File: config.mk
export PLATFORM = sky130hd
export DESIGN_NAME = riscvTop
export DESIGN_NICKNAME = d
export VERILOG_FILES = /design/src/riscvIsaPkg.sv /design/src/riscvCorePkg.sv /design/src/pcUnit.sv /design/src/controlDecoder.sv /design/src/immGen.sv /design/src/alu.sv /design/src/memAccess.sv /design/src/riscvTop.sv
export SDC_FILE = /design/constraint.sdc
export NUM_CORES = 1
export LEC_CHECK = 0
export ABC_AREA = 1
export BUFFER_PORTS_ARGS = -buffer_cell sky130_fd_sc_hd__buf_4
export CAP_MARGIN = 0
export CORE_MARGIN = 8
export CORE_UTILIZATION = 40
export CTS_BUF_LIST = sky130_fd_sc_hd__clkbuf_2 sky130_fd_sc_hd__clkbuf_4 sky130_fd_sc_hd__clkbuf_8
export DETAILED_ROUTE_END_ITERATION = 16
export GPL_TIMING_DRIVEN = 1
export PLACE_DENSITY_LB_ADDON = 0.25
export SLEW_MARGIN = 20
export SYNTH_ARGS = -nofsm -noshare
export SYNTH_HDL_FRONTEND = slang
export SYNTH_SLANG_ARGS = --single-unit
File: constraint.sdc
create_clock -name CLK -period 5.6 [get_ports CLK]
set_input_delay 0 -clock CLK [delete_from_list [all_inputs] [get_ports CLK]]
set_output_delay 0 -clock CLK [all_outputs]
set_load 0.01 [all_outputs]
File: src/riscvIsaPkg.sv
package riscvIsaPkg;

	localparam int XLEN = 32;

	// Major opcodes
	localparam logic [6:0] OP_LUI    = 7'b0110111;
	localparam logic [6:0] OP_AUIPC  = 7'b0010111;
	localparam logic [6:0] OP_JAL    = 7'b1101111;
	localparam logic [6:0] OP_JALR   = 7'b1100111;
	localparam logic [6:0] OP_BRANCH = 7'b1100011;
	localparam logic [6:0] OP_LOAD   = 7'b0000011;
	localparam logic [6:0] OP_STORE  = 7'b0100011;
	localparam logic [6:0] OP_IMM    = 7'b0010011;
	localparam logic [6:0] OP_REG    = 7'b0110011;
	localparam logic [6:0] OP_SYSTEM = 7'b1110011;

	localparam logic [2:0] F3_BEQ  = 3'b000;
	localparam logic [2:0] F3_BNE  = 3'b001;
	localparam logic [2:0] F3_BLT  = 3'b100;
	localparam logic [2:0] F3_BGE  = 3'b101;
	localparam logic [2:0] F3_BLTU = 3'b110;
	localparam logic [2:0] F3_BGEU = 3'b111;

	localparam logic [2:0] F3_LB  = 3'b000;
	localparam logic [2:0] F3_LH  = 3'b001;
	localparam logic [2:0] F3_LW  = 3'b010;
	localparam logic [2:0] F3_LBU = 3'b100;
	localparam logic [2:0] F3_LHU = 3'b101;
	localparam logic [2:0] F3_SB  = 3'b000;
	localparam logic [2:0] F3_SH  = 3'b001;
	localparam logic [2:0] F3_SW  = 3'b010;

	// Register and immediate arithmetic
	localparam logic [2:0] F3_ADD_SUB = 3'b000;
	localparam logic [2:0] F3_SLL     = 3'b001;
	localparam logic [2:0] F3_SLT     = 3'b010;
	localparam logic [2:0] F3_SLTU    = 3'b011;
	localparam logic [2:0] F3_XOR     = 3'b100;
	localparam logic [2:0] F3_SR      = 3'b101;
	localparam logic [2:0] F3_OR      = 3'b110;
	localparam logic [6:0] F7_BASE    = 7'b0000000;
	localparam logic [6:0] F7_ALT     = 7'b0100000; // SUB and SRA

	localparam logic [XLEN-1:0] EBREAK_INSN = 32'h0010_0073;

	typedef enum logic [4:0] {
		ALU_ADD, ALU_SUB, ALU_SLL, ALU_SLT, ALU_SLTU, ALU_XOR, ALU_SRL, ALU_SRA,
		ALU_OR, ALU_AND, ALU_EQ, ALU_NE, ALU_LT, ALU_GE, ALU_LTU, ALU_GEU
	} aluOpT;

	typedef enum logic [2:0] {IMM_I, IMM_S, IMM_B, IMM_U, IMM_J} immKindT;

endpackage

File: src/riscvCorePkg.sv
package riscvCorePkg;

	localparam int IMEM_AW = 12; // Byte address
	localparam int DMEM_AW = 12; // Word address
	localparam logic [IMEM_AW-1:0] RESET_PC = '0;

	typedef enum logic [1:0] {SRCA_RS1, SRCA_PC, SRCA_ZERO} srcASelT;
	typedef enum logic {SRCB_RS2, SRCB_IMM} srcBSelT;
	typedef enum logic [1:0] {WB_ALU, WB_MEM, WB_PC4} wbSelT;

	// Encoding follows funct3[1:0] of loads and stores
	typedef enum logic [1:0] {MEM_BYTE, MEM_HALF, MEM_WORD} memSizeT;

	typedef struct packed {
		riscvIsaPkg::aluOpT aluOp;
		riscvIsaPkg::immKindT immKind;
		srcASelT srcA;
		srcBSelT srcB;
		logic regWrite;
		logic memRead;
		logic memWrite;
		memSizeT memSize;
		logic memUnsigned;
		wbSelT wbSel;
		logic branch;
		logic jal;
		logic jalr;
		logic halt; // EBREAK
	} ctrlT;

endpackage

File: src/pcUnit.sv
`timescale 1ns/100ps

module pcUnit (
	input logic CLK,
	input logic RSTn,
	input riscvCorePkg::ctrlT ctrl,
	input logic aluLsb,
	input logic branchTaken,
	input logic [riscvIsaPkg::XLEN-1:0] imm,
	input logic [riscvIsaPkg::XLEN-1:0] jalrTarget,
	output logic [riscvCorePkg::IMEM_AW-1:0] pc,
	output logic [riscvCorePkg::IMEM_AW-1:0] pcPlus4,
	output logic running,
	output logic halt,
	output logic [31:0] numInst
);
	import riscvCorePkg::*;

	logic started; // Set one cycle after reset release
	logic [IMEM_AW-1:0] nextPc;
	logic [IMEM_AW-1:0] jalrPc;

	assign running = started & ~halt;
	assign pcPlus4 = pc + IMEM_AW'(4);
	assign jalrPc = {jalrTarget[IMEM_AW-1:1], jalrTarget[0] & ~aluLsb}; // Low bit off

	always_comb begin
		if (ctrl.halt)
			nextPc = pc;
		else if (ctrl.jalr)
			nextPc = jalrPc;
		else if (ctrl.jal || (ctrl.branch && branchTaken))
			nextPc = pc + imm[IMEM_AW-1:0];
		else
			nextPc = pcPlus4;
	end

	always_ff @(posedge CLK) begin
		if (RSTn) begin
			pc <= RESET_PC;
			started <= 1'b0;
			halt <= 1'b0;
			numInst <= '0;
		end else begin
			started <= 1'b1;
			if (running) begin
				pc <= nextPc;
				numInst <= numInst + 32'd1; // EBREAK counts too
				if (ctrl.halt)
					halt <= 1'b1;
			end
		end
	end

endmodule

File: src/controlDecoder.sv
`timescale 1ns/100ps

module controlDecoder (
	input logic [riscvIsaPkg::XLEN-1:0] insn,
	output riscvCorePkg::ctrlT ctrl
);
	import riscvIsaPkg::*;
	import riscvCorePkg::*;

	logic [6:0] opcode;
	logic [2:0] funct3;
	logic [6:0] funct7;
	logic [4:0] rd;
	logic legal;
	aluOpT arithOp;
	ctrlT dec;

	assign opcode = insn[6:0];
	assign rd = insn[11:7];
	assign funct3 = insn[14:12];
	assign funct7 = insn[31:25];

	// SUB only exists for register ops, SRAI uses funct7 too
	always_comb begin
		case (funct3)
			F3_ADD_SUB: arithOp = (opcode == OP_REG && funct7 == F7_ALT) ? ALU_SUB : ALU_ADD;
			F3_SLL:     arithOp = ALU_SLL;
			F3_SLT:     arithOp = ALU_SLT;
			F3_SLTU:    arithOp = ALU_SLTU;
			F3_XOR:     arithOp = ALU_XOR;
			F3_SR:      arithOp = (funct7 == F7_ALT) ? ALU_SRA : ALU_SRL;
			F3_OR:      arithOp = ALU_OR;
			default:    arithOp = ALU_AND;
		endcase
	end

	always_comb begin
		dec = '0;
		legal = 1'b1;
		case (opcode)
			OP_LUI: begin
				dec.immKind = IMM_U;
				dec.srcA = SRCA_ZERO;
				dec.srcB = SRCB_IMM;
				dec.regWrite = 1'b1;
			end
			OP_AUIPC: begin
				dec.immKind = IMM_U;
				dec.srcA = SRCA_PC;
				dec.srcB = SRCB_IMM;
				dec.regWrite = 1'b1;
			end
			OP_JAL: begin
				dec.immKind = IMM_J;
				dec.jal = 1'b1;
				dec.regWrite = 1'b1;
				dec.wbSel = WB_PC4;
			end
			OP_JALR: begin
				dec.srcB = SRCB_IMM; // rs1 + imm in the ALU
				dec.jalr = 1'b1;
				dec.regWrite = 1'b1;
				dec.wbSel = WB_PC4;
				legal = (funct3 == 3'b000);
			end
			OP_BRANCH: begin
				dec.immKind = IMM_B;
				dec.branch = 1'b1;
				case (funct3)
					F3_BEQ:  dec.aluOp = ALU_EQ;
					F3_BNE:  dec.aluOp = ALU_NE;
					F3_BLT:  dec.aluOp = ALU_LT;
					F3_BGE:  dec.aluOp = ALU_GE;
					F3_BLTU: dec.aluOp = ALU_LTU;
					F3_BGEU: dec.aluOp = ALU_GEU;
					default: legal = 1'b0;
				endcase
			end
			OP_LOAD: begin
				dec.srcB = SRCB_IMM;
				dec.memRead = 1'b1;
				dec.regWrite = 1'b1;
				dec.wbSel = WB_MEM;
				dec.memSize = memSizeT'(funct3[1:0]);
				dec.memUnsigned = funct3[2];
				legal = funct3 inside {F3_LB, F3_LH, F3_LW, F3_LBU, F3_LHU};
			end
			OP_STORE: begin
				dec.immKind = IMM_S;
				dec.srcB = SRCB_IMM;
				dec.memWrite = 1'b1;
				dec.memSize = memSizeT'(funct3[1:0]);
				legal = funct3 inside {F3_SB, F3_SH, F3_SW};
			end
			OP_IMM: begin
				dec.aluOp = arithOp;
				dec.srcB = SRCB_IMM;
				dec.regWrite = 1'b1;
				if (funct3 == F3_SLL)
					legal = (funct7 == F7_BASE);
				else if (funct3 == F3_SR)
					legal = (funct7 == F7_BASE) || (funct7 == F7_ALT);
			end
			OP_REG: begin
				dec.aluOp = arithOp;
				dec.regWrite = 1'b1;
				legal = (funct7 == F7_BASE) ||
					(funct7 == F7_ALT && (funct3 == F3_ADD_SUB || funct3 == F3_SR));
			end
			OP_SYSTEM: begin
				dec.halt = 1'b1;
				legal = (insn == EBREAK_INSN); // ECALL and CSR fall out here
			end
			default: legal = 1'b0;
		endcase

		ctrl = legal ? dec : '0;
		ctrl.regWrite = legal & dec.regWrite & (rd != 5'd0); // x0 stays zero
	end

endmodule

File: src/immGen.sv
`timescale 1ns/100ps

module immGen (
	input logic [riscvIsaPkg::XLEN-1:0] insn,
	input riscvIsaPkg::immKindT immKind,
	output logic [riscvIsaPkg::XLEN-1:0] imm
);
	import riscvIsaPkg::*;

	logic sign;

	assign sign = insn[31];

	always_comb begin
		case (immKind)
			IMM_I: imm = {{20{sign}}, insn[31:20]};
			IMM_S: imm = {{20{sign}}, insn[31:25], insn[11:7]};
			IMM_B: imm = {{19{sign}}, sign, insn[7], insn[30:25], insn[11:8], 1'b0};
			IMM_U: imm = {insn[31:12], 12'b0};
			IMM_J: imm = {{11{sign}}, sign, insn[19:12], insn[20], insn[30:21], 1'b0};
			default: imm = '0;
		endcase
	end

endmodule

File: src/alu.sv
`timescale 1ns/100ps

module alu (
	input logic [riscvIsaPkg::XLEN-1:0] a,
	input logic [riscvIsaPkg::XLEN-1:0] b,
	input riscvIsaPkg::aluOpT op,
	output logic [riscvIsaPkg::XLEN-1:0] result,
	output logic cond
);
	import riscvIsaPkg::*;

	logic [4:0] shamt;
	logic ltS;
	logic ltU;

	assign shamt = b[4:0];
	assign ltS = $signed(a) < $signed(b);
	assign ltU = a < b;

	// Branch decision
	always_comb begin
		case (op)
			ALU_EQ:  cond = (a == b);
			ALU_NE:  cond = (a != b);
			ALU_LT:  cond = ltS;
			ALU_GE:  cond = ~ltS;
			ALU_LTU: cond = ltU;
			ALU_GEU: cond = ~ltU;
			default: cond = 1'b0;
		endcase
	end

	always_comb begin
		case (op)
			ALU_ADD:  result = a + b;
			ALU_SUB:  result = a - b;
			ALU_SLL:  result = a << shamt;
			ALU_SLT:  result = XLEN'(ltS);
			ALU_SLTU: result = XLEN'(ltU);
			ALU_XOR:  result = a ^ b;
			ALU_SRL:  result = a >> shamt;
			ALU_SRA:  result = $signed(a) >>> shamt;
			ALU_OR:   result = a | b;
			ALU_AND:  result = a & b;
			default:  result = XLEN'(cond); // Compares
		endcase
	end

endmodule

File: src/memAccess.sv
`timescale 1ns/100ps

module memAccess (
	input riscvCorePkg::ctrlT ctrl,
	input logic [riscvIsaPkg::XLEN-1:0] addr,
	input logic [riscvIsaPkg::XLEN-1:0] storeData,
	input logic [riscvIsaPkg::XLEN-1:0] aluResult,
	input logic [riscvCorePkg::IMEM_AW-1:0] pcPlus4,
	input logic [riscvIsaPkg::XLEN-1:0] dMemDi,
	output logic dMemCsn,
	output logic dMemWen,
	output logic [3:0] dMemBe,
	output logic [riscvCorePkg::DMEM_AW-1:0] dMemAddr,
	output logic [riscvIsaPkg::XLEN-1:0] dMemDout,
	output logic [riscvIsaPkg::XLEN-1:0] rfWd
);
	import riscvIsaPkg::*;
	import riscvCorePkg::*;

	logic [1:0] offset;
	logic [XLEN-1:0] shifted;
	logic [XLEN-1:0] loadValue;
	logic [3:0] lanes;

	assign offset = addr[1:0];
	assign dMemCsn = ~(ctrl.memRead | ctrl.memWrite);
	assign dMemWen = ~ctrl.memWrite;
	assign dMemAddr = addr[DMEM_AW+1:2];
	assign dMemBe = ctrl.memWrite ? lanes : 4'b0000;
	assign shifted = dMemDi >> {offset, 3'b000};

	// Lanes and replicated store data
	always_comb begin
		case (ctrl.memSize)
			MEM_BYTE: begin
				lanes = 4'b0001 << offset;
				dMemDout = {4{storeData[7:0]}};
			end
			MEM_HALF: begin
				lanes = offset[1] ? 4'b1100 : 4'b0011;
				dMemDout = {2{storeData[15:0]}};
			end
			default: begin
				lanes = 4'b1111;
				dMemDout = storeData;
			end
		endcase
	end

	always_comb begin
		case (ctrl.memSize)
			MEM_BYTE: loadValue = {{24{shifted[7] & ~ctrl.memUnsigned}}, shifted[7:0]};
			MEM_HALF: loadValue = {{16{shifted[15] & ~ctrl.memUnsigned}}, shifted[15:0]};
			default:  loadValue = dMemDi;
		endcase
	end

	always_comb begin
		case (ctrl.wbSel)
			WB_MEM:  rfWd = loadValue;
			WB_PC4:  rfWd = XLEN'(pcPlus4); // Link address
			default: rfWd = aluResult;
		endcase
	end

endmodule

File: src/riscvTop.sv
`timescale 1ns/100ps

module riscvTop (
	input logic CLK,
	input logic RSTn,

	output logic iMemCsn,
	input logic [riscvIsaPkg::XLEN-1:0] iMemDi,
	output logic [riscvCorePkg::IMEM_AW-1:0] iMemAddr, // Byte address

	output logic dMemCsn,
	input logic [riscvIsaPkg::XLEN-1:0] dMemDi,
	output logic [riscvIsaPkg::XLEN-1:0] dMemDout,
	output logic [riscvCorePkg::DMEM_AW-1:0] dMemAddr, // Word address
	output logic dMemWen,
	output logic [3:0] dMemBe,

	output logic rfWe,
	output logic [4:0] rfRa1,
	output logic [4:0] rfRa2,
	output logic [4:0] rfWa1,
	input logic [riscvIsaPkg::XLEN-1:0] rfRd1,
	input logic [riscvIsaPkg::XLEN-1:0] rfRd2,
	output logic [riscvIsaPkg::XLEN-1:0] rfWd,

	output logic halt,
	output logic [31:0] numInst
);
	import riscvIsaPkg::*;
	import riscvCorePkg::*;

	ctrlT ctrl;
	ctrlT ctrlRun; // Idle while in reset or halted
	logic [XLEN-1:0] imm;
	logic [XLEN-1:0] srcA;
	logic [XLEN-1:0] srcB;
	logic [XLEN-1:0] aluResult;
	logic [IMEM_AW-1:0] pc;
	logic [IMEM_AW-1:0] pcPlus4;
	logic branchTaken;
	logic running;

	assign iMemAddr = pc;
	assign iMemCsn = ~running;
	assign rfRa1 = iMemDi[19:15];
	assign rfRa2 = iMemDi[24:20];
	assign rfWa1 = iMemDi[11:7];
	assign rfWe = ctrl.regWrite & running;
	assign ctrlRun = running ? ctrl : '0;

	always_comb begin
		case (ctrl.srcA)
			SRCA_PC:   srcA = XLEN'(pc);
			SRCA_ZERO: srcA = '0; // LUI
			default:   srcA = rfRd1;
		endcase
	end

	assign srcB = (ctrl.srcB == SRCB_IMM) ? imm : rfRd2;

	pcUnit pcUnit0 (
		.CLK(CLK),
		.RSTn(RSTn),
		.ctrl(ctrl),
		.aluLsb(aluResult[0]),
		.branchTaken(branchTaken),
		.imm(imm),
		.jalrTarget(aluResult),
		.pc(pc),
		.pcPlus4(pcPlus4),
		.running(running),
		.halt(halt),
		.numInst(numInst)
	);

	controlDecoder controlDecoder0 (
		.insn(iMemDi),
		.ctrl(ctrl)
	);

	immGen immGen0 (
		.insn(iMemDi),
		.immKind(ctrl.immKind),
		.imm(imm)
	);

	alu alu0 (
		.a(srcA),
		.b(srcB),
		.op(ctrl.aluOp),
		.result(aluResult),
		.cond(branchTaken)
	);

	memAccess memAccess0 (
		.ctrl(ctrlRun),
		.addr(aluResult),
		.storeData(rfRd2),
		.aluResult(aluResult),
		.pcPlus4(pcPlus4),
		.dMemDi(dMemDi),
		.dMemCsn(dMemCsn),
		.dMemWen(dMemWen),
		.dMemBe(dMemBe),
		.dMemAddr(dMemAddr),
		.dMemDout(dMemDout),
		.rfWd(rfWd)
	);

endmodule

==> results of run 1 <==
[cells in the mapped netlist, types with 13 or more instances]
library cell  instances  area [sq um]
o221ai_1             15           131
nand3_1             225          1130
nor4_1               17           106
nand2_1             707          2650
o22ai_1              28           175
buf_4                27           203
dfxtp_1              46           921
a21oi_1             215          1080
ha_1                117          1460
buf_2                23           115
o211ai_1             22           165
clkbuf_1             80           300
nand4_1              27           169
nor3_1               44           220
nor2_1              213           800
a221oi_1             13           114
inv_1               393          1480
xor2_1               42           368
inv_2                14          52.6
o21ai_0             314          1570
or2_2                30           188
a31oi_1              17           106
[how the worst max path moves through the flow]
stage | from | endpoint | slack, ps | depth (start not counted)
2_1_floorplan | iMemDi[3] | rfWd[16] | 660 | 38
3_3_place_gp | iMemDi[3] | rfWd[25] | -100 | 34
3_5_place_dp | iMemDi[3] | rfWd[25] | -80 | 34
4_1_cts | iMemDi[3] | rfWd[31] | 20 | 36
5_1_grt | iMemDi[14] | rfWd[0] | 10 | 35
6_report | iMemDi[14] | rfWd[30] | 240 | 32
[metal layers]
layer	up-vias	track usage, %	wire [um]
li1	9681	-	-
met1	9522	45.5	33200
met2	1182	56.6	35700
met3	210	5.68	7830
met4	0	18.2	4790
met5	-	0	0
[cells by family after synthesis]
| group | count (synthesis) | synth area share, % |
|---|---|---|
| multiplexers | 7 | 0.477 |
| adder cells (fa/ha/maj) | 120 | 10.4 |
| buffers and inverters | 555 | 15.4 |
| AO/OA/AOI/OAI | 690 | 26.4 |
| flip-flops | 46 | 6.27 |
| AND/OR/NAND/NOR | 1309 | 38.4 |
| XOR/XNOR | 43 | 2.56 |
[state kept, by name (all words and copies together), names as in the netlist]
signal / count
pcUnit0.started: 1
pcUnit0.pc: 12
pcUnit0.numInst: 32
pcUnit0.halt: 1
[repair_timing]
action | in CTS | in global routing
cloned | 0 | 4
setup buffers | 0 | 4
resized for setup | 1 | 63
pin swaps | 0 | 9
hold buffers | 0 | 0
setup endpoints to repair | 1 | 41
[report_power, final]
part	internal [mW]	switching, mW
clock	0.138	0.129
sequential	0.332	0.0101
combinational	0.585	1.10
[critical path: cells and delay by family]
kind,cells,cell delay (ps)
adder cells (fa/ha/maj),3,840
AND/OR/NAND/NOR,12,1480
buffers and inverters,7,810
AO/OA/AOI/OAI,10,2200
[final cells by class]
cell class / instances / area, sq um
Fill cell: 4052 / 18500
Multi-Input combinational cell: 2171 / 11600
Timing Repair Buffer: 401 / 3040
Inverter: 410 / 1550
Sequential cell: 46 / 921
Tap cell: 468 / 586
Clock buffer: 6 / 76.3
Clock inverter: 2 / 37.5
Timing Repair inverter: 1 / 7.51
[stage by stage]
step	instances	hold WS, ps	instance area, sq um
final	3505	67.7	17900
after floorplan	2770	91.8	14700
after CTS	3497	58.9	17700
after global routing	3505	74.0	17900
after detailed placement	3489	203	17500
after global placement	3489	204	17500
==> impl_metrics.py, run 1 <==
metrics = {
    "worst_setup_path": {
        "slowest_delay_ps": 480,
        "worst_r2r_endpoint": "pcUnit0.pc[11]",
        "r2r_setup_slack_ps": 1130,
        "cp_slowest_cell": "o21ai_0",
        "crit_type": "input pin to output port",
        "crit_top_cell": "nand2_1",
        "r2r_cells": 23,
        "cp.required_ps": 5600,
        "cp_max_fo": 21,
        "cp-end-kind": "output port",
        "critPathLaunchType": "input pin",
        "cp.arrival_ps": 5360,
        "r2r-start": "pcUnit0.pc[10]",
    },
    "timing": {
        "max_slew_margin_pct": 39.9,
        "finalSetupViolations": 0,
        "skew_ps": 4.97,
        "setup_tns_ps": 0,
        "maxSlewViolCount": 0,
        "max_freq_mhz": 187,
        "hold_viol_final": 0,
        "period_share_pct": 95.6,
        "worst_slack_ps": 244,
        "rsz0062_at_grt": "false",
        "worst_pin_slew_ps": 899,
        "min_period_ps": 5360,
    },
    "die": {
        "die_h_um": 208,
        "core_sq_um": 36300,
        "rows": 70,
        "io-pin-count": 274,
        "die_w_um": 208,
        "die_area_sq_um": 43100,
        "initial_core_util_pct": 40.4,
    },
    "logic_synthesis": {
        "synth-edff-count": 0,
        "ys_seq_area_share_pct": 6.27,
        "netlist_instances": 2770,
        "yosys_warnings": 0,
        "synth-seq-cells": 46,
        "ys_types": 60,
        "syn_area_sq_um": 14700,
        "avgSynthCellArea_sq_um": 5.30,
        "syn-num-nets": 3020,
        "ys.flop_type": "dfxtp_1",
        "async_flop_share_pct": 0,
    },
    "outcome": {
        "run_status": "complete, no violations",
    },
    "drt": {
        "wl_per_cell_um": 23.3,
        "vias": 20600,
        "ant_nets": 0,
        "dr.pass1.iters": 8,
        "routed_wl_um": 81500,
        "drc": 0,
        "via_per_inst": 5.88,
        "dr.first_iter.drc_count": 2176,
    },
    "cts": {
        "htree_levels": 2,
        "cts-root-buf": "clkbuf_8",
        "cts_max_path_buffers": 2,
        "cts_tree": "built",
        "cts.sinks": 46,
        "numCtsBuffers": 5,
        "insertion_delay_ps": 310,
        "clk_pin_slew_worst_paths_ps": 100,
    },
    "global_routing": {
        "grt_use_total_pct": 35.4,
        "gr-total-overflow": 0,
        "grt_pass1_wl_um": 120000,
        "grt_max_degree": 74,
        "grt_pass1_vias": 19400,
        "antenna_found_initial": 0,
    },
    "finish": {
        "area_growth_pct": 21.7,
        "layout_common_cells": "nand2_1 (706), buf_4 (399), inv_1 (391)",
        "final_common_cell": "nand2_1",
        "final_util_pct": 49.2,
        "drive_above_1_share_pct": 17.3,
        "diodes": 0,
        "fin_nets": 3286,
    },
    "place": {
        "place_congestion": 1.06,
        "portBuffers": 273,
        "hpwlAfterDp_um": 67600,
        "pre_cts_ws_ps": -77.7,
    },
    "power": {
        "total_power_mw": 2.29,
        "peakVddDrop_uv": 195,
        "power_leakage_nw": 9.25,
        "power_density_nw_per_um2": 128,
    },
    "hold_path": {
        "hold_end": "pcUnit0.numInst[26]",
        "hp-class": "input pin to register",
        "min_from": "RSTn",
        "whs_path_depth": 2,
    },
    "run": {
        "cap_violations": 0,
    },
}
(Power assumes the default switching activity.)
==> run 2: changes to the inputs <==
==> constraint.sdc (replaced) <==
create_clock -name CLK -period 5.6 [get_ports CLK]
set_input_delay 1.12 -clock CLK [delete_from_list [all_inputs] [get_ports CLK]]
set_output_delay 1.12 -clock CLK [all_outputs]
set_load 0.01 [all_outputs]
==> impl_metrics.py, run 2 (same netlist as run 1, synthesis figures left out) <==
metrics = {
    "cts": {
        "cts_max_path_buffers": 2,
        "numCtsBuffers": 5,
        "clk_pin_slew_worst_paths_ps": 90,
        "cts_tree": "built",
        "htree_levels": 2,
        "insertion_delay_ps": 320,
        "cts-root-buf": "clkbuf_8",
        "cts_hold_buf": 0,
        "cts.sinks": 46,
    },
    "outcome": {
        "violations": "negative setup slack",
        "run_status": "complete, but fails checks",
    },
    "worst_setup_path": {
        "cp_slowest_cell": "ha_4",
        "slowest_delay_ps": 280,
        "critPathLaunchType": "input pin",
        "cp.required_ps": 4480,
        "cp.arrival_ps": 5870,
        "cp_max_fo": 8,
        "crit_type": "input pin to output port",
        "crit_top_cell": "nand2_2",
        "path_buf_inv": 12,
        "crit_family": "simple AND/OR/NAND/NOR gates",
        "cp-end-kind": "output port",
    },
    "die": {
        "io-pin-count": 274,
        "initial_core_util_pct": 40.4,
        "die_area_sq_um": 43100,
        "die_w_um": 208,
        "rows": 70,
        "core_sq_um": 36300,
        "die_h_um": 208,
    },
    "timing": {
        "max_slew_margin_pct": 45.6,
        "skew_ps": 8.22,
        "hold_ws_ps": 477,
        "max_freq_mhz": 143,
        "worst_slack_ps": -1390,
        "maxSlewViolCount": 0,
        "hold_viol_final": 0,
        "period_share_pct": 125,
        "rsz0062_at_grt": "true",
        "min_period_ps": 6990,
        "worst_pin_slew_ps": 815,
        "finalSetupViolations": 48,
    },
    "finish": {
        "final_common_cell": "buf_4",
        "top_regs": "pcUnit0.numInst (32), pcUnit0.pc (12)",
        "area_growth_pct": 79.4,
        "diodes": 0,
        "largest_reg_flops": 32,
        "layout_common_cells": "buf_4 (1049), nand2_1 (619), inv_1 (358)",
        "drive_above_1_share_pct": 42.8,
        "fin_nets": 4060,
        "largest_register": "pcUnit0.numInst",
    },
    "place": {
        "portBuffers": 273,
        "hpwlAfterDp_um": 72700,
        "pre_cts_ws_ps": -2070,
        "place_congestion": 1.04,
    },
    "global_routing": {
        "grt_pass1_wl_um": 138000,
        "gr-total-overflow": 0,
        "antenna_found_initial": 1,
        "grt_use_total_pct": 40.0,
        "grt_pass1_vias": 24100,
        "grt_max_degree": 67,
    },
    "power": {
        "peakVddDrop_uv": 217,
        "power_leakage_nw": 13.5,
        "power_density_nw_per_um2": 123,
    },
    "drt": {
        "wl_per_cell_um": 21.8,
        "vias": 24600,
        "dr.pass1.iters": 6,
        "dr.first_iter.drc_count": 3004,
        "via_per_inst": 5.75,
        "drc": 0,
        "routed_wl_um": 93500,
        "ant_nets": 0,
    },
    "hold_path": {
        "hp-class": "register to register",
    },
    "run": {
        "cap_violations": 0,
    },
}
[run 2: changes by cell type in the layout (fill, tap and decap cells not counted), moves of 24 or more]
| cell | delta |
|---|---|
| buf_6 | +104 |
| buf_4 | +650 |
| o21ai_0 | -47 |
| nand2_2 | +59 |
| nand2_4 | +24 |
| a21oi_1 | -37 |
| a21oi_2 | +27 |
| nand2_1 | -87 |
| nand3_2 | +35 |
| nand3_1 | -43 |
| nor2_1 | -31 |
| inv_1 | -33 |
[run 2: path summary, 6_finish.rpt]
| check | startpoint | end | slack [ps] | cells after the start |
|---|---|---|---|---|
| setup reg to reg | pcUnit0.pc[2] | pcUnit0.pc[2] | 1470 | 28 |
| hold reg to reg | pcUnit0.started | pcUnit0.halt | 480 | 2 |
| setup / recovery | iMemDi[13] | rfWd[4] | -1390 | 40 |
| hold / removal | pcUnit0.started | pcUnit0.halt | 480 | 2 |
[run 2: worst reg2reg max path, delay by kind of cell, from the launching register on]
kind	cells	cell delay [ps]
buffers and inverters	12	1470
AND/OR/NAND/NOR	10	1160
AO/OA/AOI/OAI	5	860
flip-flops	1	350
adder cells (fa/ha/maj)	1	240
[run 2: per-stage QoR]
| step | cells | utilization (%) | power [mW] | setup TNS, ps | area, sq um |
|---|---|---|---|---|---|
| final | 4279 | 72.5 | 3.24 | -55720 | 26300 |
| after detailed placement | 4148 | 63.0 | 2.46 | -92580 | 22900 |
| after CTS | 4244 | 69.0 | 2.97 | -44830 | 25100 |
| after global placement | 4148 | 63.0 | 2.44 | -91170 | 22900 |
| after floorplan | 2770 | - | 1.26 | -32460 | 15100 |
| after global routing | 4279 | 72.5 | 3.39 | -63420 | 26300 |
[run 2: timing repair]
| action | CTS | global route |
|---|---|---|
| setup endpoints to repair | 60 | 60 |
| gates cloned | 2 | 3 |
| gates resized for setup | 377 | 245 |
| setup buffers | 90 | 55 |
| pin swaps | 106 | 143 |
[run 2: area by class of cell]
cell class              count  area [sq um]
well taps                 468           586
multi-input cells        2170         13600
repair buffers           1176          9510
inverters                 410          1610
flip-flops and latches     46           921
clock inverters             1          8.76
repair inverters            1          6.26
clock buffers               7          90.1
fillers                  3033         10000
[run 2: per-layer routing]
layer | track usage, % | wire [um] | vias to the layer above
li1 | - | - | 11200
met1 | 48.7 | 35000 | 11300
met2 | 65.8 | 41200 | 1683
met3 | 6.61 | 9930 | 401
met4 | 23.5 | 7340 | 0
met5 | 0 | 0 | -
[run 2: report_power, final]
group / leakage (nW) / switching [mW] / total, mW / internal, mW
clock network: 0.0523 / 0.127 / 0.235 / 0.107
registers: 0.372 / 0.00408 / 0.336 / 0.332
logic: 13.1 / 1.42 / 2.67 / 1.25
total: 13.5 / 1.55 / 3.24 / 1.69
